<file path="config.mk">
export PLATFORM = sky130hd
export DESIGN_NAME = adc_config
export DESIGN_NICKNAME = d
export VERILOG_FILES = /design/src/adc_cfg_pkg.sv /design/src/adc_config.sv /design/src/adc_serial_shifter.sv /design/src/adc_init_sequencer.sv /design/src/adc_cfg_ram.sv /design/src/cfg_port_arbiter.sv /design/src/host_reg_decoder.sv
export SDC_FILE = /design/constraint.sdc
export NUM_CORES = 1
export LEC_CHECK = 0
export BUFFER_PORTS_ARGS = -buffer_cell sky130_fd_sc_hd__buf_4
export CAP_MARGIN = 25
export CORE_MARGIN = 4
export CORE_UTILIZATION = 58
export CTS_BUF_LIST = sky130_fd_sc_hd__clkbuf_4
export DETAILED_ROUTE_END_ITERATION = 8
export PLACE_DENSITY = 0.78
export SLEW_MARGIN = 20
export SYNTH_ARGS = -nofsm -noshare
export SYNTH_HDL_FRONTEND = slang
export SYNTH_SLANG_ARGS = --single-unit
</file>
<file path="constraint.sdc">
create_clock -name CLK -period 2.9 [get_ports CLK]
set_input_delay 0.58 -clock CLK [delete_from_list [all_inputs] [get_ports CLK]]
set_output_delay 0.58 -clock CLK [all_outputs]
set_load 0.1 [all_outputs]
</file>
<file path="src/adc_cfg_pkg.sv">
`default_nettype none

////////////////////////////////////////////////////////////////////////////
// ADC configuration constants, register map and word layout
////////////////////////////////////////////////////////////////////////////
package adc_cfg_pkg;

	// Memory and bank sizes
	localparam int word_width   = 24;  // Address byte plus 16 data bits
	localparam int slot_count   = 32;  // Distributed RAM depth
	localparam int last_slot    = 16;  // Highest slot sent on init
	localparam int default_slot = 31;  // Catch-all for unknown reg addresses
	localparam int adc_count    = 12;  // Chip selects on the bank

	typedef logic [$clog2(slot_count)-1:0] slot_t;  // Memory slot index
	typedef logic [adc_count-1:0]          adc_mask_t;  // One bit per ADC

	// A config word is stored and shifted as a whole,
	// but the host decoder looks at the address byte only
	typedef union packed {
		logic [word_width-1:0] raw;  // Whole word, MSB goes out first
		struct packed {
			logic [7:0]  reg_addr;  // ADC register address
			logic [15:0] reg_data;  // Value for that register
		} fields;
	} cfg_word_u;

	// Recognized ADC register addresses, index is the slot number
	localparam logic [7:0] reg_map [0:last_slot] = '{
		8'h00, 8'h01, 8'h0f, 8'h11, 8'h12, 8'h14,
		8'h24, 8'h25, 8'h26, 8'h27, 8'h2a, 8'h2b,
		8'h42, 8'h45, 8'h46, 8'he2, 8'he3
	};

	// Init sequencer state codes
	localparam logic [2:0] seq_idle    = 3'd0;  // Waiting for init
	localparam logic [2:0] seq_request = 3'd1;  // Read request pending
	localparam logic [2:0] seq_fetch   = 3'd2;  // RAM word valid this cycle
	localparam logic [2:0] seq_load    = 3'd3;  // Waiting for idle shifter
	localparam logic [2:0] seq_wait    = 3'd4;  // Word on the wire

endpackage

`default_nettype wire
</file>
<file path="src/adc_config.sv">
`timescale 1ns/10ps
`default_nettype none

////////////////////////////////////////////////////////////////////////////
// ADC bank configuration top level
////////////////////////////////////////////////////////////////////////////
module adc_config (
	input  wire                                   CLK,
	input  wire                                   reset,
	// Host write
	input  wire                                   host_sel,
	input  wire                                   host_we,
	input  adc_cfg_pkg::cfg_word_u                host_data,
	// Debug write
	input  wire                                   dbg_we,
	input  adc_cfg_pkg::slot_t                    dbg_wr_addr,
	input  wire [adc_cfg_pkg::word_width-1:0]     dbg_wr_data,
	// Debug read
	input  wire                                   dbg_rd_sel,
	input  adc_cfg_pkg::slot_t                    dbg_rd_addr,
	output logic [adc_cfg_pkg::word_width-1:0]    dbg_rd_data,
	// Sequencer control
	input  wire                                   init,
	input  adc_cfg_pkg::adc_mask_t                mask,
	// ADC side
	output logic [adc_cfg_pkg::adc_count-1:0]     cs,
	output logic                                  sclk,
	output logic                                  sdata,
	output logic                                  done
);
	import adc_cfg_pkg::*;

	logic                  hw_we;        // Host request after decode
	slot_t                 hw_slot;
	logic [word_width-1:0] hw_word;
	logic                  seq_rd_req;   // Sequencer read handshake
	slot_t                 seq_rd_slot;
	logic                  seq_rd_gnt;
	logic                  ram_we;       // Arbitrated RAM ports
	slot_t                 ram_wr_addr;
	logic [word_width-1:0] ram_wr_data;
	slot_t                 ram_rd_addr;
	logic                  shift_load;   // Sequencer to shifter
	logic [word_width-1:0] shift_word;
	logic                  shift_busy;

	host_reg_decoder i_host_reg_decoder (
		.CLK       (CLK),
		.reset     (reset),
		.host_sel  (host_sel),
		.host_we   (host_we),
		.host_data (host_data),
		.hw_we     (hw_we),
		.hw_slot   (hw_slot),
		.hw_word   (hw_word)
	);

	cfg_port_arbiter i_cfg_port_arbiter (
		.CLK         (CLK),
		.reset       (reset),
		.hw_we       (hw_we),
		.hw_slot     (hw_slot),
		.hw_word     (hw_word),
		.host_sel    (host_sel),
		.dbg_we      (dbg_we),
		.dbg_wr_addr (dbg_wr_addr),
		.dbg_wr_data (dbg_wr_data),
		.dbg_rd_sel  (dbg_rd_sel),
		.dbg_rd_addr (dbg_rd_addr),
		.seq_rd_req  (seq_rd_req),
		.seq_rd_slot (seq_rd_slot),
		.seq_rd_gnt  (seq_rd_gnt),
		.ram_we      (ram_we),
		.ram_wr_addr (ram_wr_addr),
		.ram_wr_data (ram_wr_data),
		.ram_rd_addr (ram_rd_addr)
	);

	// Read data feeds the debug port and the sequencer alike
	adc_cfg_ram i_adc_cfg_ram (
		.CLK     (CLK),
		.we      (ram_we),
		.wr_addr (ram_wr_addr),
		.wr_data (ram_wr_data),
		.rd_addr (ram_rd_addr),
		.rd_data (dbg_rd_data)
	);

	adc_init_sequencer i_adc_init_sequencer (
		.CLK         (CLK),
		.reset       (reset),
		.init        (init),
		.seq_rd_req  (seq_rd_req),
		.seq_rd_slot (seq_rd_slot),
		.seq_rd_gnt  (seq_rd_gnt),
		.rd_data     (dbg_rd_data),  // Valid the cycle after a grant
		.shift_load  (shift_load),
		.shift_word  (shift_word),
		.shift_busy  (shift_busy),
		.done        (done)
	);

	adc_serial_shifter i_adc_serial_shifter (
		.CLK        (CLK),
		.reset      (reset),
		.shift_load (shift_load),
		.shift_word (shift_word),
		.mask       (mask),
		.shift_busy (shift_busy),
		.cs         (cs),
		.sclk       (sclk),
		.sdata      (sdata)
	);

endmodule

`default_nettype wire

</file>
<file path="src/adc_serial_shifter.sv">
`timescale 1ns/10ps
`default_nettype none

////////////////////////////////////////////////////////////////////////////
// Serial shifter
// Half-rate SCLK idling high, 24-bit shift register, masked chip selects
////////////////////////////////////////////////////////////////////////////
module adc_serial_shifter (
	input  wire                                   CLK,
	input  wire                                   reset,
	input  wire                                   shift_load,  // Start a word
	input  wire [adc_cfg_pkg::word_width-1:0]     shift_word,
	input  adc_cfg_pkg::adc_mask_t                mask,        // ADCs to address
	output logic                                  shift_busy,
	output logic [adc_cfg_pkg::adc_count-1:0]     cs,          // Active high selects
	output logic                                  sclk,
	output logic                                  sdata
);
	import adc_cfg_pkg::*;

	logic [$clog2(2*word_width)-1:0] bit_cnt;  // Half periods left
	logic                            scken;    // Clock enable
	logic                            dscken;   // Enable delayed one CLK
	logic                            shen;     // Shift on this falling edge
	logic [word_width-1:0]           shreg;

	assign sdata = shreg[word_width-1];  // MSB first

	// Shift on falling SCLK, except the first, so the MSB gets a full period
	assign shen = scken & sclk & (bit_cnt != ($bits(bit_cnt))'(2*word_width-1));

	// Stretch by one CLK so cs outlives the last rising edge
	assign cs         = {adc_count{scken | dscken}} & mask;
	assign shift_busy = shift_load | scken | dscken;  // From load until cs drops

	//////////////////////////////////////////////////////////////////////////
	// Bit counter and SCLK generator
	//////////////////////////////////////////////////////////////////////////
	always_ff @(posedge CLK) begin
		if (reset) begin
			bit_cnt <= '0;
			scken   <= 1'b0;
			dscken  <= 1'b0;
			sclk    <= 1'b1;  // Idles high
		end else begin
			dscken <= scken;
			if (shift_load) begin
				bit_cnt <= ($bits(bit_cnt))'(2*word_width-1);  // 48 toggles
				scken   <= 1'b1;
			end else if (scken) begin
				bit_cnt <= bit_cnt - 1'b1;
				scken   <= (bit_cnt != '0);
			end
			sclk <= scken ? ~sclk : 1'b1;  // Half of CLK while enabled
		end
	end

	// Data path
	always_ff @(posedge CLK) begin
		if (shift_load)
			shreg <= shift_word;
		else if (shen)
			shreg <= {shreg[word_width-2:0], 1'b0};  // Shift left
	end

endmodule

`default_nettype wire

</file>
<file path="src/adc_init_sequencer.sv">
`timescale 1ns/10ps
`default_nettype none

////////////////////////////////////////////////////////////////////////////
// Init sequencer
// Walks slots 0..last_slot, fetches each word through the arbiter and
// hands it to the serial shifter
////////////////////////////////////////////////////////////////////////////
module adc_init_sequencer (
	input  wire                                   CLK,
	input  wire                                   reset,
	input  wire                                   init,         // Start pulse
	output logic                                  seq_rd_req,   // Read request to arbiter
	output adc_cfg_pkg::slot_t                    seq_rd_slot,  // Slot being fetched
	input  wire                                   seq_rd_gnt,
	input  wire [adc_cfg_pkg::word_width-1:0]     rd_data,      // RAM output
	output logic                                  shift_load,   // One-cycle load pulse
	output logic [adc_cfg_pkg::word_width-1:0]    shift_word,
	input  wire                                   shift_busy,
	output logic                                  done          // Run finished
);
	import adc_cfg_pkg::*;

	logic [2:0] state;

	always_ff @(posedge CLK) begin
		if (reset) begin
			state       <= seq_idle;
			seq_rd_req  <= 1'b0;
			seq_rd_slot <= '0;
			shift_load  <= 1'b0;
			done        <= 1'b0;
		end else begin
			shift_load <= 1'b0;  // Pulse by default low
			case (state)
				seq_idle: begin
					// init outside idle is simply dropped
					if (init) begin
						seq_rd_slot <= '0;
						seq_rd_req  <= 1'b1;
						done        <= 1'b0;  // New run clears the old done
						state       <= seq_request;
					end
				end
				seq_request: begin
					// Stalls here as long as the debug reader holds the port
					if (seq_rd_gnt) begin
						seq_rd_req <= 1'b0;
						state      <= seq_fetch;
					end
				end
				seq_fetch: begin
					shift_word <= rd_data;  // Registered RAM read is valid now
					state      <= seq_load;
				end
				seq_load: begin
					if (!shift_busy) begin
						shift_load <= 1'b1;
						state      <= seq_wait;
					end
				end
				seq_wait: begin
					// Busy covers the load cycle, so no false idle here
					if (!shift_busy) begin
						if (seq_rd_slot == slot_t'(last_slot)) begin
							done  <= 1'b1;  // Last word is out
							state <= seq_idle;
						end else begin
							seq_rd_slot <= seq_rd_slot + 1'b1;
							seq_rd_req  <= 1'b1;
							state       <= seq_request;
						end
					end
				end
				default: state <= seq_idle;
			endcase
		end
	end

endmodule

`default_nettype wire

</file>
<file path="src/adc_cfg_ram.sv">
`timescale 1ns/10ps
`default_nettype none

////////////////////////////////////////////////////////////////////////////
// Configuration memory
// 32 x 24 distributed RAM, one write port, registered read port
////////////////////////////////////////////////////////////////////////////
module adc_cfg_ram (
	input  wire                                   CLK,
	input  wire                                   we,       // Write strobe
	input  adc_cfg_pkg::slot_t                    wr_addr,
	input  wire [adc_cfg_pkg::word_width-1:0]     wr_data,
	input  adc_cfg_pkg::slot_t                    rd_addr,
	output logic [adc_cfg_pkg::word_width-1:0]    rd_data   // Valid one cycle after rd_addr
);
	import adc_cfg_pkg::*;

	logic [word_width-1:0] mem [0:slot_count-1];  // Contents filled by the host or debug side

	// Write port
	always_ff @(posedge CLK) begin
		if (we)
			mem[wr_addr] <= wr_data;
	end

	// Read port
	// Same-slot write and read in one cycle returns the old word
	always_ff @(posedge CLK) begin
		rd_data <= mem[rd_addr];
	end

endmodule

`default_nettype wire

</file>
<file path="src/cfg_port_arbiter.sv">
`timescale 1ns/10ps
`default_nettype none

////////////////////////////////////////////////////////////////////////////
// Port arbiter for the config RAM
// One write port shared by host and debug, one read port shared by
// the debug reader and the init sequencer
////////////////////////////////////////////////////////////////////////////
module cfg_port_arbiter (
	input  wire                                   CLK,
	input  wire                                   reset,
	// Host write request from the decoder
	input  wire                                   hw_we,
	input  adc_cfg_pkg::slot_t                    hw_slot,
	input  wire [adc_cfg_pkg::word_width-1:0]     hw_word,
	input  wire                                   host_sel,     // Write source select
	// Debug writer
	input  wire                                   dbg_we,
	input  adc_cfg_pkg::slot_t                    dbg_wr_addr,
	input  wire [adc_cfg_pkg::word_width-1:0]     dbg_wr_data,
	// Debug reader
	input  wire                                   dbg_rd_sel,   // Debug owns read port
	input  adc_cfg_pkg::slot_t                    dbg_rd_addr,
	// Sequencer reader
	input  wire                                   seq_rd_req,
	input  adc_cfg_pkg::slot_t                    seq_rd_slot,
	output logic                                  seq_rd_gnt,
	// RAM side
	output logic                                  ram_we,
	output adc_cfg_pkg::slot_t                    ram_wr_addr,
	output logic [adc_cfg_pkg::word_width-1:0]    ram_wr_data,
	output adc_cfg_pkg::slot_t                    ram_rd_addr
);

	logic gnt_q;  // Grant given in the previous cycle

	//////////////////////////////////////////////////////////////////////////
	// Write port
	//////////////////////////////////////////////////////////////////////////
	always_comb begin
		if (host_sel) begin
			ram_we      = hw_we;
			ram_wr_addr = hw_slot;
			ram_wr_data = hw_word;
		end else begin
			ram_we      = dbg_we;       // Debug writes go anywhere
			ram_wr_addr = dbg_wr_addr;
			ram_wr_data = dbg_wr_data;
		end
	end

	//////////////////////////////////////////////////////////////////////////
	// Read port
	//////////////////////////////////////////////////////////////////////////

	// Debug select wins outright, the sequencer just waits
	// One grant per request, a request still high right after its grant is stale
	assign seq_rd_gnt  = seq_rd_req & ~dbg_rd_sel & ~gnt_q;
	assign ram_rd_addr = dbg_rd_sel ? dbg_rd_addr : seq_rd_slot;

	always_ff @(posedge CLK) begin
		if (reset)
			gnt_q <= 1'b0;
		else
			gnt_q <= seq_rd_gnt;  // Data for this grant lands next cycle
	end

endmodule

`default_nettype wire

</file>
<file path="src/host_reg_decoder.sv">
`timescale 1ns/10ps
`default_nettype none

////////////////////////////////////////////////////////////////////////////
// Host write path
// Turns the register-address byte of a host word into its memory slot
////////////////////////////////////////////////////////////////////////////
module host_reg_decoder (
	input  wire                                   CLK,
	input  wire                                   reset,
	input  wire                                   host_sel,   // Host owns the write port
	input  wire                                   host_we,    // Write strobe
	input  adc_cfg_pkg::cfg_word_u                host_data,  // Address byte + data
	output logic                                  hw_we,      // Qualified write request
	output adc_cfg_pkg::slot_t                    hw_slot,    // Decoded slot
	output logic [adc_cfg_pkg::word_width-1:0]    hw_word     // Word as stored
);
	import adc_cfg_pkg::*;

	slot_t dec_slot;  // Combinational lookup result

	// Search the register map
	// An address outside the map falls through to the spare slot
	always_comb begin
		dec_slot = slot_t'(default_slot);
		for (int i = 0; i <= last_slot; i++) begin
			if (host_data.fields.reg_addr == reg_map[i])
				dec_slot = slot_t'(i);  // Map index doubles as slot
		end
	end

	// Strobe qualified by the select level
	always_ff @(posedge CLK) begin
		if (reset) begin
			hw_we <= 1'b0;
		end else begin
			hw_we <= host_we & host_sel;  // No stray writes from a deselected host
		end
	end

	// Slot and word ride along with the strobe
	always_ff @(posedge CLK) begin
		hw_slot <= dec_slot;
		hw_word <= host_data.raw;  // Stored whole, address byte included
	end

endmodule

`default_nettype wire

</file>
==> out/metrics.cfg <==
[critical_path]
start_kind = flip-flop
cpMaxStageDelayCell = nor4_1
crit_required_ns = 3.76
crit_fanout = 21
worstReg2RegEnd = i_adc_cfg_ram.rd_data[0]$_DFF_P_
worstSetupPathType = flip-flop to flip-flop
cp.arrival_ns = 3.71
critPathMaxStageDelay_ns = 0.78
endpoint_kind = flip-flop
ff2ff_path_depth = 6
reg2reg_slack_ns = 0.05
path_cells = mux2_8 -> buf_4 -> nand2_1 -> a221oi_1 -> nor4_1 -> nor4_1
critical_path.most_common_cell = nor4_1
r2r_start = i_adc_init_sequencer.seq_rd_slot[0]$_SDFFE_PP0P_

[route]
post_drt_via_cell_ratio = 6.26
ant_nets = 0
wirelength_mm = 89.9
vias = 22300
detail_route.first_pass.iterations = 5
routedWlPerCell_um = 25.3
drt_iter0_markers = 2817
drc = 0

[logic_synthesis]
synth_area_leaders = edfxtp_1, mux4_2, dfxtp_1, nor2b_1, nand2_1
synth-edff-count = 816
async_reset_ff_share_pct = 0
syn_inst = 2238
ys_seq_area_share_pct = 72.8
synth_fp_nets = 2319
netlist_area_mm2 = 0.0357
yosys_warnings = 0
yosysTopAreaCell = edfxtp_1
synth_seq_cells = 891
synthFlopType = edfxtp_1
synth_top_area_share_pct = 68.6
synth.distinct_cells = 62
avgSynthCellArea_um2 = 16.0

[layout]
n_fill_cell = 3797
drive_above_1_share_pct = 28.3
finish.net_count = 2665
postLayoutCellArea_mm2 = 0.0417
syn_to_final_growth_pct = 16.7
final_util_pct = 68.7

[pwr]
ir_drop_mv = 0.435
fin_total_pwr_mw = 26.4
p_leak_nw = 14.0
p_per_area_mw_per_mm2 = 633

[global_routing]
grt_antenna_before_repair = 4
grt_usage_pct = 27.4
grt_pass1_vias = 22600
overflow = 0
grt_pass1_wl_mm = 135
grt_max_degree = 98

[die]
core.rowCount = 90
die_w_um = 256
die_h_um = 256
start_util_pct = 58.8
ioPinCount = 116
dieArea_mm2 = 0.0656
core-area_mm2 = 0.0607

[outcome]
status = complete, no violations

[worst_hold_path]
hp-start = dbg_rd_addr[2]
worstHoldPathType = input pin to flip-flop
min_to = i_adc_cfg_ram.rd_data[3]$_DFF_P_
hold_depth = 5

[clock_network]
clock-sinks = 891
cts_htree_levels = 4
clockBufferDepth = 3
cts_tree = built
clk_latency_ns = 1.10
numCtsBuffers = 212
path_clk_slew_ns = 0.07
cts_setup_buffers = 0
cts-root-buf = clkbuf_4

[timing]
period_needed_ns = 2.85
max_slew_margin_pct = 35.7
rsz0062_at_grt = false
setup_viol = 0
hold_viol_final = 0
finalCritPeriodShare_pct = 98.2
setup_ws_ns = 0.0530
worst_pin_slew_ns = 0.956
hold_ws_ns = 0.125
clock_skew_ns = 0.0686
final_max_slew_viol_count = 0
max_freq_mhz = 351

[placement]
dp_worst_setup_slack_ns = -0.134
dp_hpwl_mm = 55.0
postPlaceCellArea_mm2 = 0.0386
place.gp.congestion = 0.844
io_buffers = 115

[flow_run]
cap_violations = 0

-- worst max-delay path, delay by kind of cell, from the launching register on --
| family | cells | cell delay, ns |
|---|---|---|
| AOI/OAI and AO/OA | 1 | 0.44 |
| buffers and inverters | 1 | 0.33 |
| DFF | 1 | 0.50 |
| muxes | 1 | 0.39 |
| and+or+nand+nor | 3 | 0.95 |
-- what timing repair did --
item / in CTS / in global routing
endpoints found under the hold margin: 52 / 0
hold buffers: 31 / 0
resized for setup: 2 / 1
gates cloned: 0 / 0
endpoints found under the setup margin: 12 / 10
-- Yosys cell counts (all sizes together), types with 24 or more instances --
cell type and instances:
a21oi 88, nand2 242, o22ai 118, nand2b 31, edfxtp 816, nor2 61, dfxtp 75, mux2 55
buf 57, mux4 107, inv 24, a221oi 34, clkbuf 78, nor2b 197, nor4 48
-- logic make-up after synthesis --
family	share of synthesized area, %
buf+inv	2.11
xor+xnor	0.196
simple gates	9.44
mux	9.07
flops	72.8
fa+ha+maj	0.140
compound gates	6.21
-- stage by stage --
step / instances / setup TNS (ns)
2_1_floorplan: 2238 / 0
3_5_place_dp: 3121 / -0.262
6_report: 3556 / 0
3_3_place_gp: 3121 / -0.216
5_1_grt: 3550 / 0
4_1_cts: 3548 / 0
-- sequential cells by signal, indices dropped and copies added (netlist names) --
signal / count
i_adc_init_sequencer.shift_load: 1
i_cfg_port_arbiter.gnt_q: 1
i_adc_serial_shifter.shreg: 24
i_adc_init_sequencer.shift_word: 24
i_adc_init_sequencer.done: 1
i_host_reg_decoder.hw_we: 1
i_adc_serial_shifter.dscken: 1
i_adc_serial_shifter.scken: 1
i_adc_init_sequencer.state: 3
i_host_reg_decoder.hw_word: 24
i_adc_init_sequencer.seq_rd_req: 1
i_adc_init_sequencer.seq_rd_slot: 5
i_adc_serial_shifter.bit_cnt: 6
i_adc_cfg_ram.mem: 768
i_host_reg_decoder.hw_slot: 5
i_adc_cfg_ram.rd_data: 24
i_adc_serial_shifter.sclk: 1
-- cell type report --
class / instances / area, um2 / area share (%)
flip-flops and latches: 891 / 26000 / 62.4
multi-input cells: 1188 / 9080 / 21.8
repair buffers: 267 / 2750 / 6.59
clock buffers: 308 / 2310 / 5.55
well taps: 782 / 978 / 2.35
clock inverters: 88 / 443 / 1.06
inverters: 24 / 90.1 / 0.216
diodes: 8 / 20.0 / 0.0480
-- power by group --
group          leakage [nW]  switching, mW  total [mW]  internal, mW
registers              7.97          0.120        14.3          14.2
clock network          1.65           4.89        10.1          5.18
logic                  4.34           1.33        1.96         0.627
-- metal layers --
layer  track usage, %  routed length (um)  up-vias  part of all wire, %
met5                0                   0        -                    0
met4             8.73                1950        0                  2.2
met3             7.57               10700      178                   12
met2             43.7               44000     1423                   49
met1             37.2               33200    11100                   37
li1                 -                   -     9580                    -
-- worst max-delay path by stage --
stage,from,end,depth (start not counted)
after CTS,i_adc_serial_shifter.scken$_SDFF_PP0_,cs[5],3
after global routing,i_adc_init_sequencer.seq_rd_slot[0]$_SDFFE_PP0P_,i_adc_cfg_ram.rd_data[0]$_DFF_P_,6
after detailed placement,dbg_rd_sel,i_adc_cfg_ram.rd_data[0]$_DFF_P_,7
after floorplan,i_adc_serial_shifter.scken$_SDFF_PP0_,cs[0],4
after global placement,dbg_rd_sel,i_adc_cfg_ram.rd_data[0]$_DFF_P_,7
final,i_adc_init_sequencer.seq_rd_slot[0]$_SDFFE_PP0P_,i_adc_cfg_ram.rd_data[0]$_DFF_P_,6
-- cell usage in the layout (no fill, tap or decap), types with 53 or more instances in the layout --
cell type and n:
clkbuf_4 308, nor2b_1 197, o22ai_1 118, buf_4 183, clkinv_1 58, buf_12 53
edfxtp_1 816, mux2_2 53, nand2_1 242, a21oi_1 88, dfxtp_1 73, mux4_2 107
No activity file was read; power rests on OpenSTA's default activity.
